[config.mk]
export PLATFORM = sky130hd
export DESIGN_NAME = mmio_6s46_top
export DESIGN_NICKNAME = d
export VERILOG_FILES = /design/src/mmio_6s46_pkg.sv /design/src/bus_decode.sv /design/src/clock_timer.sv /design/src/data_ram.sv /design/src/display_ram.sv /design/src/input_lines.sv /design/src/interrupt_ctrl.sv /design/src/io_regs.sv /design/src/mmio_6s46_top.sv /design/src/read_return.sv
export SDC_FILE = /design/constraint.sdc
export NUM_CORES = 2
export LEC_CHECK = 0
export ABC_AREA = 1
export BUFFER_PORTS_ARGS = -buffer_cell sky130_fd_sc_hd__buf_2
export CORE_UTILIZATION = 35
export DETAILED_ROUTE_END_ITERATION = 7
export GPL_TIMING_DRIVEN = 1
export SETUP_SLACK_MARGIN = 0.2
export SYNTH_ARGS = -nofsm -noshare
export SYNTH_HDL_FRONTEND = slang
export SYNTH_SLANG_ARGS = --single-unit
[constraint.sdc]
create_clock -name clk -period 4.7 [get_ports clk]
set_clock_uncertainty 0.05 [all_clocks]
set_input_delay 0.94 -clock clk [delete_from_list [all_inputs] [get_ports clk]]
set_output_delay 0.94 -clock clk [all_outputs]
set_load 0.02 [all_outputs]
[src/mmio_6s46_pkg.sv]
package mmio_6s46_pkg;

  // Bus widths
  localparam int ADDR_W = 12;
  localparam int NIB_W  = 4;

  // Address map
  localparam int                RAM_WORDS    = 640;
  localparam logic [ADDR_W-1:0] RAM_END      = 12'h280;
  localparam int                DISP_WORDS   = 160;
  localparam int                DISP_HALF    = 80;
  localparam logic [ADDR_W-1:0] DISP_LO_BASE = 12'hE00;
  localparam logic [ADDR_W-1:0] DISP_HI_BASE = 12'hE80;
  localparam logic [3:0]        IO_PAGE      = 4'hF;

  // 256 Hz timer step from a 32768 Hz tick
  localparam int TICKS_PER_STEP = 128;
  localparam int DIV_W          = $clog2(TICKS_PER_STEP);

  // I/O page register offsets
  localparam logic [7:0] REG_CLK_FACTOR  = 8'h00;
  localparam logic [7:0] REG_K0_FACTOR   = 8'h04;
  localparam logic [7:0] REG_K1_FACTOR   = 8'h05;
  localparam logic [7:0] REG_CLK_MASK    = 8'h10;
  localparam logic [7:0] REG_K0_MASK     = 8'h14;
  localparam logic [7:0] REG_K1_MASK     = 8'h15;
  localparam logic [7:0] REG_TIMER_LO    = 8'h20;
  localparam logic [7:0] REG_TIMER_HI    = 8'h21;
  localparam logic [7:0] REG_K0_VALUE    = 8'h40;
  localparam logic [7:0] REG_K0_RELATION = 8'h41;
  localparam logic [7:0] REG_K1_VALUE    = 8'h42;
  localparam logic [7:0] REG_TIMER_RESET = 8'h76;

  typedef logic [NIB_W-1:0] nibble_t;

  typedef struct packed {
    logic [3:0] page;
    logic [7:0] offset;
  } io_addr_t;

  // Same bus address, seen linearly or as page plus register
  typedef union packed {
    logic [ADDR_W-1:0] linear;
    io_addr_t          io;
  } mem_addr_u;

  typedef enum logic [1:0] {
    REGION_RAM,
    REGION_DISPLAY,
    REGION_IO,
    REGION_UNMAPPED
  } region_e;

  typedef struct packed {
    logic       tick;
    logic       write;
    logic       read;
    region_e    region;
    logic [9:0] index;
    logic [7:0] offset;
    nibble_t    wdata;
  } bus_req_t;

  // Bit 0 is 128 Hz, bit 7 is 1 Hz
  typedef logic [7:0] timer_bits_t;

  typedef struct packed {
    logic [3:0] clock_mask;
    logic [3:0] k0_mask;
    logic [3:0] k1_mask;
    logic [3:0] k0_relation;
  } io_cfg_t;

  // Clock factor bits 0..3 are 32, 8, 2 and 1 Hz
  typedef struct packed {
    logic [3:0] clock;
    logic       k0;
    logic       k1;
  } factor_t;

  typedef struct packed {
    logic clock;
    logic inputs;
  } factor_clear_t;

  typedef struct packed {
    logic clock;
    logic k0;
    logic k1;
  } irq_t;

endpackage

[src/bus_decode.sv]
`timescale 1ns/1ps

module bus_decode import mmio_6s46_pkg::*; (
  input  logic      clk_en,
  input  logic      memory_write_en,
  input  logic      memory_read_en,
  input  mem_addr_u memory_addr,
  input  nibble_t   memory_write_data,
  output bus_req_t  bus_req
);

  logic [ADDR_W-1:0] addr;
  logic [ADDR_W-1:0] lo_offset;
  logic [ADDR_W-1:0] hi_offset;
  logic              in_lo_window;
  logic              in_hi_window;

  assign addr = memory_addr.linear;

  // Upper window lands right after the lower one in display RAM
  assign lo_offset = addr - DISP_LO_BASE;
  assign hi_offset = addr - DISP_HI_BASE + ADDR_W'(DISP_HALF);

  assign in_lo_window = (addr >= DISP_LO_BASE) && (addr < DISP_LO_BASE + ADDR_W'(DISP_HALF));
  assign in_hi_window = (addr >= DISP_HI_BASE) && (addr < DISP_HI_BASE + ADDR_W'(DISP_HALF));

  always_comb begin
    bus_req.tick   = clk_en;
    bus_req.write  = memory_write_en;
    bus_req.read   = memory_read_en;
    bus_req.offset = memory_addr.io.offset;
    bus_req.wdata  = memory_write_data;
    bus_req.index  = '0;
    if (addr < RAM_END) begin
      bus_req.region = REGION_RAM;
      bus_req.index  = addr[9:0];
    end else if (in_lo_window) begin
      bus_req.region = REGION_DISPLAY;
      bus_req.index  = lo_offset[9:0];
    end else if (in_hi_window) begin
      bus_req.region = REGION_DISPLAY;
      bus_req.index  = hi_offset[9:0];
    end else if (memory_addr.io.page == IO_PAGE) begin
      bus_req.region = REGION_IO;
    end else begin
      bus_req.region = REGION_UNMAPPED;
    end
  end

endmodule

[src/clock_timer.sv]
`timescale 1ns/1ps

module clock_timer import mmio_6s46_pkg::*; (
  input  logic        clk,
  input  logic        reset_n,
  input  logic        clk_en,
  input  logic        timer_reset,
  output timer_bits_t timer_bits
);

  logic [DIV_W-1:0] divider;
  logic             step;

  always_ff @(posedge clk) begin
    if (!reset_n || timer_reset) begin
      divider    <= '0;
      step       <= 1'b0;
      timer_bits <= '0;
    end else begin
      // Step lands on the cycle after the last tick of the period
      step <= clk_en && (divider == DIV_W'(TICKS_PER_STEP - 1));
      if (clk_en) begin
        divider <= divider + 1'b1;
      end
      if (step) begin
        timer_bits <= timer_bits + 1'b1;
      end
    end
  end

endmodule

[src/data_ram.sv]
`timescale 1ns/1ps

module data_ram import mmio_6s46_pkg::*; (
  input  logic     clk,
  input  bus_req_t bus_req,
  output nibble_t  rdata
);

  nibble_t mem [RAM_WORDS];
  logic    write_hit;

  assign write_hit = bus_req.tick && bus_req.write && (bus_req.region == REGION_RAM);

  always_ff @(posedge clk) begin
    if (write_hit) begin
      mem[bus_req.index] <= bus_req.wdata;
    end
  end

  // Only meaningful in the RAM region
  assign rdata = mem[bus_req.index];

endmodule

[src/display_ram.sv]
`timescale 1ns/1ps

module display_ram import mmio_6s46_pkg::*; (
  input  logic       clk,
  input  bus_req_t   bus_req,
  output nibble_t    rdata,
  input  logic [7:0] video_addr,
  output nibble_t    video_data
);

  nibble_t mem [DISP_WORDS];
  logic    write_hit;

  assign write_hit = bus_req.tick && bus_req.write && (bus_req.region == REGION_DISPLAY);

  // CPU side, index already folded across both windows
  always_ff @(posedge clk) begin
    if (write_hit) begin
      mem[bus_req.index[7:0]] <= bus_req.wdata;
    end
  end

  assign rdata = mem[bus_req.index[7:0]];

  // Scanner side, one clk of latency
  always_ff @(posedge clk) begin
    if (video_addr < DISP_WORDS) begin
      video_data <= mem[video_addr];
    end else begin
      video_data <= '0;
    end
  end

endmodule

[src/input_lines.sv]
`timescale 1ns/1ps

module input_lines import mmio_6s46_pkg::*; (
  input  logic    clk,
  input  logic    reset_n,
  input  logic    clk_en,
  input  nibble_t input_k0,
  input  nibble_t input_k1,
  input  io_cfg_t cfg,
  input  logic    clear_input,
  output logic    k0_factor,
  output logic    k1_factor
);

  nibble_t k0_q;
  nibble_t k1_q;
  nibble_t k0_fall;
  nibble_t k0_rise;
  nibble_t k1_fall;
  logic    k0_hit;
  logic    k1_hit;

  assign k0_fall = k0_q & ~input_k0;
  assign k0_rise = ~k0_q & input_k0;
  assign k1_fall = k1_q & ~input_k1;

  // Relation 1 selects the falling edge, 0 the rising edge
  assign k0_hit = clk_en &&
                  |(cfg.k0_mask & ((cfg.k0_relation & k0_fall) | (~cfg.k0_relation & k0_rise)));
  assign k1_hit = clk_en && |(cfg.k1_mask & k1_fall);

  // Samples track the pins in reset so no false edge follows it
  always_ff @(posedge clk) begin
    if (!reset_n || clk_en) begin
      k0_q <= input_k0;
      k1_q <= input_k1;
    end
  end

  // A new edge beats a clear on the same edge
  always_ff @(posedge clk) begin
    if (!reset_n) begin
      k0_factor <= 1'b0;
      k1_factor <= 1'b0;
    end else begin
      k0_factor <= k0_hit || (k0_factor && !clear_input);
      k1_factor <= k1_hit || (k1_factor && !clear_input);
    end
  end

endmodule

[src/interrupt_ctrl.sv]
`timescale 1ns/1ps

module interrupt_ctrl import mmio_6s46_pkg::*; (
  input  logic        clk,
  input  logic        reset_n,
  input  logic        clk_en,
  input  timer_bits_t timer_bits,
  input  io_cfg_t     cfg,
  input  logic        clear_clock,
  input  logic        k0_factor,
  input  logic        k1_factor,
  output logic [3:0]  clock_factor,
  output irq_t        interrupt_req
);

  logic [3:0] watched;
  logic [3:0] watched_q;
  logic [3:0] fall;

  // 1, 2, 8 and 32 Hz taps, in factor bit order
  assign watched = {timer_bits[7], timer_bits[6], timer_bits[4], timer_bits[2]};
  assign fall    = clk_en ? (watched_q & ~watched) : 4'b0;

  always_ff @(posedge clk) begin
    if (!reset_n) begin
      watched_q    <= '0;
      clock_factor <= '0;
    end else begin
      if (clk_en) begin
        watched_q <= watched;
      end
      // Factors set regardless of mask; set wins over clear
      clock_factor <= fall | (clear_clock ? 4'b0 : clock_factor);
    end
  end

  assign interrupt_req.clock = |(clock_factor & cfg.clock_mask);
  assign interrupt_req.k0    = k0_factor;
  assign interrupt_req.k1    = k1_factor;

endmodule

[src/io_regs.sv]
`timescale 1ns/1ps

module io_regs import mmio_6s46_pkg::*; (
  input  logic          clk,
  input  logic          reset_n,
  input  bus_req_t      bus_req,
  input  nibble_t       input_k0,
  input  nibble_t       input_k1,
  input  timer_bits_t   timer_bits,
  input  factor_t       factors,
  output io_cfg_t       cfg,
  output factor_clear_t clear,
  output logic          timer_reset,
  output nibble_t       rdata
);

  logic io_access;
  logic io_write;
  logic io_read;

  assign io_access = bus_req.tick && (bus_req.region == REGION_IO);
  assign io_write  = io_access && bus_req.write;
  assign io_read   = io_access && bus_req.read && !bus_req.write;

  // Software settings
  always_ff @(posedge clk) begin
    if (!reset_n) begin
      cfg.clock_mask  <= '0;
      cfg.k0_mask     <= '0;
      cfg.k1_mask     <= '0;
      cfg.k0_relation <= 4'hF;
    end else if (io_write) begin
      case (bus_req.offset)
        REG_CLK_MASK:    cfg.clock_mask  <= bus_req.wdata;
        REG_K0_MASK:     cfg.k0_mask     <= bus_req.wdata;
        REG_K1_MASK:     cfg.k1_mask     <= bus_req.wdata;
        REG_K0_RELATION: cfg.k0_relation <= bus_req.wdata;
        default: ;
      endcase
    end
  end

  // One-cycle strobes, applied on the following edge
  always_ff @(posedge clk) begin
    if (!reset_n) begin
      timer_reset  <= 1'b0;
      clear.clock  <= 1'b0;
      clear.inputs <= 1'b0;
    end else begin
      timer_reset  <= io_write && (bus_req.offset == REG_TIMER_RESET) && bus_req.wdata[1];
      clear.clock  <= io_read && (bus_req.offset == REG_CLK_FACTOR);
      // Either input factor read clears both
      clear.inputs <= io_read &&
                      ((bus_req.offset == REG_K0_FACTOR) || (bus_req.offset == REG_K1_FACTOR));
    end
  end

  always_comb begin
    case (bus_req.offset)
      REG_CLK_FACTOR:  rdata = factors.clock;
      REG_K0_FACTOR:   rdata = {3'b0, factors.k0};
      REG_K1_FACTOR:   rdata = {3'b0, factors.k1};
      REG_CLK_MASK:    rdata = cfg.clock_mask;
      REG_K0_MASK:     rdata = cfg.k0_mask;
      REG_K1_MASK:     rdata = cfg.k1_mask;
      REG_TIMER_LO:    rdata = timer_bits[3:0];
      REG_TIMER_HI:    rdata = timer_bits[7:4];
      REG_K0_VALUE:    rdata = input_k0;
      REG_K0_RELATION: rdata = cfg.k0_relation;
      REG_K1_VALUE:    rdata = input_k1;
      // Timer reset is write only
      default:         rdata = '0;
    endcase
  end

endmodule

[src/mmio_6s46_top.sv]
`timescale 1ns/1ps

module mmio_6s46_top import mmio_6s46_pkg::*; (
  input  logic      clk,
  input  logic      reset_n,
  input  logic      clk_en,
  input  logic      memory_write_en,
  input  logic      memory_read_en,
  input  mem_addr_u memory_addr,
  input  nibble_t   memory_write_data,
  output nibble_t   memory_read_data,
  input  nibble_t   input_k0,
  input  nibble_t   input_k1,
  input  logic [7:0] video_addr,
  output nibble_t   video_data,
  output irq_t      interrupt_req
);

  bus_req_t      bus_req;
  nibble_t       ram_rdata;
  nibble_t       disp_rdata;
  nibble_t       io_rdata;
  io_cfg_t       cfg;
  factor_clear_t clear;
  logic          timer_reset;
  timer_bits_t   timer_bits;
  logic          k0_factor;
  logic          k1_factor;
  logic [3:0]    clock_factor;
  factor_t       factors;

  assign factors = '{clock: clock_factor, k0: k0_factor, k1: k1_factor};

  // Input side
  bus_decode u_bus_decode (
    .clk_en            (clk_en),
    .memory_write_en   (memory_write_en),
    .memory_read_en    (memory_read_en),
    .memory_addr       (memory_addr),
    .memory_write_data (memory_write_data),
    .bus_req           (bus_req)
  );

  input_lines u_input_lines (
    .clk         (clk),
    .reset_n     (reset_n),
    .clk_en      (clk_en),
    .input_k0    (input_k0),
    .input_k1    (input_k1),
    .cfg         (cfg),
    .clear_input (clear.inputs),
    .k0_factor   (k0_factor),
    .k1_factor   (k1_factor)
  );

  // Storage and timing
  data_ram u_data_ram (
    .clk     (clk),
    .bus_req (bus_req),
    .rdata   (ram_rdata)
  );

  display_ram u_display_ram (
    .clk        (clk),
    .bus_req    (bus_req),
    .rdata      (disp_rdata),
    .video_addr (video_addr),
    .video_data (video_data)
  );

  clock_timer u_clock_timer (
    .clk         (clk),
    .reset_n     (reset_n),
    .clk_en      (clk_en),
    .timer_reset (timer_reset),
    .timer_bits  (timer_bits)
  );

  interrupt_ctrl u_interrupt_ctrl (
    .clk           (clk),
    .reset_n       (reset_n),
    .clk_en        (clk_en),
    .timer_bits    (timer_bits),
    .cfg           (cfg),
    .clear_clock   (clear.clock),
    .k0_factor     (k0_factor),
    .k1_factor     (k1_factor),
    .clock_factor  (clock_factor),
    .interrupt_req (interrupt_req)
  );

  io_regs u_io_regs (
    .clk         (clk),
    .reset_n     (reset_n),
    .bus_req     (bus_req),
    .input_k0    (input_k0),
    .input_k1    (input_k1),
    .timer_bits  (timer_bits),
    .factors     (factors),
    .cfg         (cfg),
    .clear       (clear),
    .timer_reset (timer_reset),
    .rdata       (io_rdata)
  );

  // Output side
  read_return u_read_return (
    .clk              (clk),
    .reset_n          (reset_n),
    .bus_req          (bus_req),
    .ram_rdata        (ram_rdata),
    .disp_rdata       (disp_rdata),
    .io_rdata         (io_rdata),
    .memory_read_data (memory_read_data)
  );

endmodule

[src/read_return.sv]
`timescale 1ns/1ps

module read_return import mmio_6s46_pkg::*; (
  input  logic     clk,
  input  logic     reset_n,
  input  bus_req_t bus_req,
  input  nibble_t  ram_rdata,
  input  nibble_t  disp_rdata,
  input  nibble_t  io_rdata,
  output nibble_t  memory_read_data
);

  nibble_t selected;

  always_comb begin
    case (bus_req.region)
      REGION_RAM:     selected = ram_rdata;
      REGION_DISPLAY: selected = disp_rdata;
      REGION_IO:      selected = io_rdata;
      default:        selected = '0;
    endcase
  end

  // Writes hold the last value; idle ticks return zero
  always_ff @(posedge clk) begin
    if (!reset_n) begin
      memory_read_data <= '0;
    end else if (bus_req.tick && !bus_req.write) begin
      memory_read_data <= bus_req.read ? selected : '0;
    end
  end

endmodule

# == Word-level counts from Yosys, hierarchy flattened ==
# Memories as Yosys holds them, arrays and structs flattened. A register that Yosys moved wholly into a read port is not among the register bits.
# Cells that the tools add are included.
# op_classes
n_eq_ne,15
n_addsub,5
magnitude_cmp,6
muxes,14
n_reduce_logical,37
bitwise,16
# ops
cell,count
$pmux W4 S11,1
$and A4 B4 Y4,9
$eq A8 B7 Y1 const B,4
$eq A8 B5 Y1 const B,3
$ge A12 B12 Y1 const B,2
$lt A12 B12 Y1 const B,2
$mux W12,2
$not A4 Y4,5
$sub A10 B10 Y10 const B,2
$logic_and A1 B1 Y1,19
$eq A8 B3 Y1 const B,2
$eq A8 B6 Y1 const B,2
$lt A12 B10 Y1 const B,1
$mux W4,3
$pmux W4 S3,1
$reduce_or A4 Y1,3
$add A10 B7 Y10 const B,1
$mux W10,1
$add A8 B1 Y8 const B,1
$logic_not A8 Y1,1
$lt A8 B8 Y1 const B,1
$or A4 B4 Y4,2
$reduce_and A2 Y1,4
$add A7 B1 Y7 const B,1
other kinds (9),20
# totals
ramBits,3200
inputBits,37
register_bits,57
mem_count,2
# memory_table
name,words,width,rd,rd_clocked_by_memory_dff,write_ports,line,rtl
u_data_ram.mem,640,4,1,0,1,data_ram.sv:9,nibble_t mem [RAM_WORDS];
u_display_ram.mem,160,4,2,1,1,display_ram.sv:11,nibble_t mem [DISP_WORDS];

# == Depth between registers and ports, before layout ==
# logic_depth
ltp_word,10
depth_mapped,27
depth_no_buf,25

# == By module ==
# A second synthesis with hierarchy kept.
# hier_totals
cells_unflattened,13217
hier_area_um2,138977.0
# modules_own_cells
module,area_per_inst_um2,seq_area_each_um2,n_inst,cells_per_inst
data_ram,104172.4,76873.7,1,9475
display_ram,31268.7,19298.5,1,3223
io_regs,1316.3,380.4,1,202
clock_timer,699.4,320.3,1,96
input_lines,474.2,280.3,1,54
bus_decode,462.9,0.0,1,79
interrupt_ctrl,339.1,160.2,1,47
read_return,244.0,80.1,1,41

# == Least setup slack after synthesis ==
# OpenSTA, ideal clock, no wires.
# synth_timing
path_type,input to register
start,input memory_addr[4] (netlist name)
end,"memory u_data_ram.mem[131][0] (netlist name), enable pin"
n_path_buf,6
t_required_ns,4.321
path_stages,17
t_arrival_ns,3.134
setup_slack_ns,1.187
cell_sequence,inv_1 ha_1 inv_1 nand2_1 nand3_1 nand3_2 buf_6 nand2_1 buf_2 buf_2 buf_2 buf_2 nand2_1 inv_1 nand2_1 clkbuf_1 nor2_1
# synth_between
elab_chain_cells,9
elab_cells_between_ends,18
# synth_rtl
item,line,rtl
from (decl),mmio_6s46_top.sv:9,"input mem_addr_u memory_addr,"
"parallel branches: the longest is 4 deep, another holds $sub A10 B10 Y10",--,
$mux W12 (*),bus_decode.sv:34,if (addr < RAM_END) begin
$logic_not A2 Y1,data_ram.sv:12,assign write_hit = bus_req.tick && bus_req.write && (bus_req.region == REGION_RAM);
$logic_and A1 B1 Y1,data_ram.sv:12,
$mux W1,data_ram.sv:15,if (write_hit) begin
$mux W1 (not written as such),data_ram.sv:16,mem[bus_req.index] <= bus_req.wdata;
to (decl),data_ram.sv:9,
# Mark *: on every way between the ends.

# == Worst setup path in the final report ==
# layout_timing
start,input memory_addr[4] (netlist name)
end,register u_read_return.memory_read_data[3]
# layout_between
elab_chain_cells,8
elab_cells_between_ends,33
# layout_rtl
item,line,rtl
$sub A10 B10 Y10 (tied with other cells),bus_decode.sv:22,assign hi_offset = addr - DISP_HI_BASE + ADDR_W'(DISP_HALF);
$add A10 B7 Y10 / $logic_and A1 B1 Y1 (equally long branches),"bus_decode.sv:22, bus_decode.sv:25",
$mux W10 / $mux W2 (equally long branches),bus_decode.sv:40,end else if (in_hi_window) begin
$mux W12,bus_decode.sv:37,end else if (in_lo_window) begin
$mux W12,bus_decode.sv:34,
$mem_v2 Z640 W4 (tied with other cells),--,
$pmux W4 S3 (*),read_return.sv:16,case (bus_req.region)
$mux W4 (*),read_return.sv:29,memory_read_data <= bus_req.read ? selected : '0;
to (signal assigned),read_return.sv:29,
to (decl),read_return.sv:10,output nibble_t memory_read_data
# Every way passes the cells marked *; elsewhere a longest branch is shown, timed or not.
# A chain may end at the register's enable or synchronous reset.

==> flow_summary_export.csv <==
group,metric,value,unit
placed_design,gp_congestion,0.923,
floorplan,die_y,620,um
power,p_int,48.0,mW
power,vdd_drop_max,0.296,mV
worst_hold_path,min_from,"input_k1[0]",
drt,viasPerCell,5.79,
finish,fill_cells,34915,
synth,synthCells,10722,
clock_network,clkSinkCount,3261,
synth,synthFlopType,"edfxtp_1",
clock_network,cts_buffers,337,
power,pwr-share-comb,6.0,%
sta,hold_viol,0,
global_route,grt_start_max_net_pins,139,
worst_hold_path,min_delay_path_depth,1,
finish,fin_nets,11155,
sta,fmax,240,MHz
power,p_sw,14.2,mW
power,p_seq_share,51.4,%
synth,synth_nets,10766,
drt,drc_errors,0,
sta,tns,0,ns
setup_path,crit_family,"simple AND/OR/NAND/NOR gates",
synth,synth-edff-count,3208,
worst_hold_path,hold_class,"in -> reg",
clock_network,cts_hold_buf,0,
clock_network,cts_resized,0,
power,power.density,398,nW/um^2
synth,synth.distinct_cells,55,
sta,timing.final.crit_period,4.17,ns
global_route,antenna_found_initial,18,
floorplan,fp.dieArea,384000,um^2
setup_path,worst_ep_required_time,5.52,ns
drt,detail_route.first_pass.iterations,8,
floorplan,core-area,379000,um^2
sta,finalCritPeriodShare,88.8,%
floorplan,initial_core_util,35.2,%
placed_design,io_buffers,47,
setup_path,worstPathArrival,5.00,ns
setup_path,end_kind,"flop",
setup_path,startpoint_type,"primary input",
sta,slew_headroom,22.6,%
drt,wirelength,444000,um
floorplan,rows,226,
synth,netlist_area,134000,um^2
global_route,grt_pass1_wl,632000,um
global_route,grt_pass1_vias,89810,
setup_path,r2r_start,"u_display_ram.mem[113][0]$_DFFE_PP_",
drt,route.antenna.remaining_nets,0,
setup_path,slowest_stage,"o21ai_0",
clock_network,clkLatencyLatePin,0.96,ns
drt,initialDrtViolationCount,13845,
finish,syn2layout_area_growth,16.9,%
synth,ys_ff_latch,3261,
global_route,grt-ovfl-total,0,
run,maxCapViolations,0,
drt,route.vias.total,94949,
clock_network,cts_tree,"yes",
clock_network,cts_max_level,5,
power,totalPowerFinal,62.2,mW
floorplan,pin_count,48,
setup_path,r2r_slack,1.90,ns
synth,async_flop_share,0,%
worst_hold_path,worstHoldEndpoint,"u_input_lines.k1_q[0]$_DFFE_PP_",
setup_path,crit_type,"in -> reg",
finish,drive_above_1_share,12.4,%
synth,yosys_warnings,0,
clock_network,cts_root_buf,"clkbuf_16",
synth,syn_area_per_cell,12.5,um^2
sta,rsz0062_at_grt,"false",
finish,seqCellArea,97400,um^2
setup_path,critPathMaxFanout,23,
power,switching_share,22.9,%
clock_network,cts_setup_buffers,0,
setup_path,worst_r2r_endpoint,"u_display_ram.video_data[0]$_SDFF_PP0_",
sta,worst_slew_pin_slew,1.16,ns
sta,slew_viol_final,0,
synth,ys_seq_area_share,72.9,%
sta,setup_viol,0,
clock_network,clkTransAtPathRegs,0.06,ns
setup_path,crit_path_frequent_cell,"nand2_1",
placed_design,dp_hpwl,280000,um
global_route,grt_util_all_layers,22.3,%
drt,wire_per_inst,27.0,um
floorplan,die_x,620,um
clock_network,cts_buffer_depth,4,
setup_path,critPathBufInv,8,
power,p_leak,50.0,nW
setup_path,cp_slowest_stage_delay,0.30,ns
power,p_clk_share,42.7,%
setup_path,r2r_cells,9,
outcome,outcome,"completed",
finish,finish.utilization,41.1,%
finish,multi_input_area,31900,um^2
how the worst max path moves through the flow:
stage          depth (start not counted)                                              to            from
6_report                              27  u_read_return.memory_read_data[3]$_SDFFE_PN0P_  memory_addr[4]
5_1_grt                               27  u_read_return.memory_read_data[3]$_SDFFE_PN0P_  memory_addr[4]
4_1_cts                               27  u_read_return.memory_read_data[3]$_SDFFE_PN0P_  memory_addr[4]
3_5_place_dp                          27  u_read_return.memory_read_data[3]$_SDFFE_PN0P_  memory_addr[4]
3_3_place_gp                          27  u_read_return.memory_read_data[3]$_SDFFE_PN0P_  memory_addr[4]
2_1_floorplan                         17                u_data_ram.mem[131][0]$_DFFE_PP_  memory_addr[4]
worst reg2reg max path, cell delays in order (launching register included):
cell	delay, ns
edfxtp_1	0.42
o21ai_0	0.19
o221ai_1	0.15
a31oi_1	0.22
o21ai_0	0.28
nand3_1	0.18
a21oi_1	0.08
a221oi_1	0.76
o21ai_0	0.17
buf_4	0.19
sequential cells by signal (all words and copies together), names as in the netlist, 2 cells and up:
register                        count
u_input_lines.k1_q                  4
u_interrupt_ctrl.clock_factor       4
u_io_regs.cfg                      16
u_display_ram.mem                 640
u_clock_timer.divider               7
u_input_lines.k0_q                  4
u_read_return.memory_read_data      4
u_display_ram.video_data            4
u_data_ram.mem                   2560
u_io_regs.clear                     2
u_clock_timer.timer_bits            8
u_interrupt_ctrl.watched_q          4
cells by family (layout without fill, tap and decap cells):
| logic type | after synthesis | count (layout) | synth area share, % |
|---|---|---|---|
| XOR/XNOR | 2 | 2 | 0.0187 |
| flip-flops | 3261 | 3261 | 72.9 |
| AND/OR/NAND/NOR | 4014 | 4014 | 13.0 |
| adder cells (fa/ha/maj) | 7 | 7 | 0.0656 |
| other | 0 | 4 | 0 |
| buffers and inverters | 978 | 1638 | 3.36 |
| AO/OA/AOI/OAI | 2460 | 2460 | 10.6 |
power groups by stage:
stage          logic, mW  registers (mW)  clock network (mW)
2_1_floorplan       1.55            32.6                   0
3_3_place_gp        3.60            32.6                   0
3_5_place_dp        3.61            32.6                   0
4_1_cts             3.62            31.9                26.7
5_1_grt             3.87            31.9                27.8
6_report            3.71            31.9                26.5
synth_stat cells, drive strengths merged (2+ instances only):
| cell type | n | area share [%] |
|---|---|---|
| o311ai | 4 | 0.026 |
| a21oi | 103 | 0.39 |
| o21a | 2 | 0.011 |
| nand3 | 563 | 2.1 |
| ha | 7 | 0.066 |
| inv | 159 | 0.45 |
| a211oi | 4 | 0.022 |
| a31oi | 17 | 0.080 |
| nand4 | 194 | 0.91 |
| o22ai | 964 | 4.5 |
| and2 | 8 | 0.037 |
| a32oi | 2 | 0.013 |
| o221ai | 83 | 0.54 |
| a221oi | 3 | 0.020 |
| nand2 | 1057 | 3.0 |
| o2111ai | 4 | 0.026 |
| nor3b | 2 | 0.011 |
| clkinv | 3 | 0.0084 |
| o211ai | 8 | 0.045 |
| nor2 | 1908 | 5.4 |
| clkbuf | 369 | 1.0 |
| a22oi | 7 | 0.039 |
| edfxtp | 3208 | 72 |
| a32o | 6 | 0.045 |
| nor3 | 4 | 0.015 |
| dfxtp | 53 | 0.79 |
| xor2 | 2 | 0.019 |
| nand3b | 277 | 1.6 |
| buf | 447 | 1.9 |
| a41oi | 26 | 0.17 |
| a2111oi | 2 | 0.013 |
| o21ai | 1220 | 4.6 |
layout by cell type, fill, tap and decap left out, types with 5 or more instances in the layout:
| cell | instances |
|---|---|
| inv_2 | 9 |
| bufinv_16 | 28 |
| nor2_1 | 1894 |
| clkbuf_16 | 343 |
| inv_16 | 8 |
| a31oi_1 | 17 |
| o211ai_1 | 8 |
| and2_1 | 5 |
| nand4_1 | 194 |
| nand3b_1 | 277 |
| o22ai_1 | 963 |
| clkinv_1 | 77 |
| ha_1 | 7 |
| edfxtp_1 | 3208 |
| a21oi_1 | 100 |
| buf_8 | 5 |
| clkbuf_1 | 71 |
| nand2_1 | 1016 |
| a32o_1 | 6 |
| clkinv_2 | 54 |
| clkinv_8 | 5 |
| inv_6 | 7 |
| o21ai_0 | 1036 |
| nor2_4 | 11 |
| buf_12 | 211 |
| clkinvlp_4 | 8 |
| buf_2 | 40 |
| a22oi_1 | 7 |
| a41oi_1 | 26 |
| o221ai_1 | 83 |
| nand2_2 | 34 |
| clkinv_4 | 5 |
| o21ai_1 | 182 |
| nand3_1 | 561 |
| inv_1 | 142 |
| dfxtp_1 | 53 |
| buf_4 | 610 |
metal layers:
metal | track usage (%) | up-vias | wire (um)
met5 | 0 | - | 13
met4 | 9.05 | 2 | 19500
met3 | 5.26 | 994 | 52500
met2 | 33.9 | 5966 | 195000
met1 | 30.8 | 47183 | 176000
li1 | - | 40804 | -
stage by stage:
stage          instance area (um^2)  setup slack, ns  hold slack (ns)  cells
6_report                     156000            0.527            0.163  16402
5_1_grt                      156000            0.411            0.138  16400
4_1_cts                      156000            0.660            0.115  16398
3_5_place_dp                 145000           -0.320            0.407  15788
3_3_place_gp                 145000           -0.375            0.403  15788
2_1_floorplan                134000             1.19            0.389  10722
cell type report:
class,instances,share of cell area (%)
diodes,4,0.00641
clock buffers,417,5.70
clock inverters,193,1.23
inverters,162,0.415
multi-input cells,6483,20.4
flip-flops and latches,3261,62.4
well taps,5016,4.02
repair buffers,866,5.82
No activity file was read; power rests on OpenSTA's default activity.
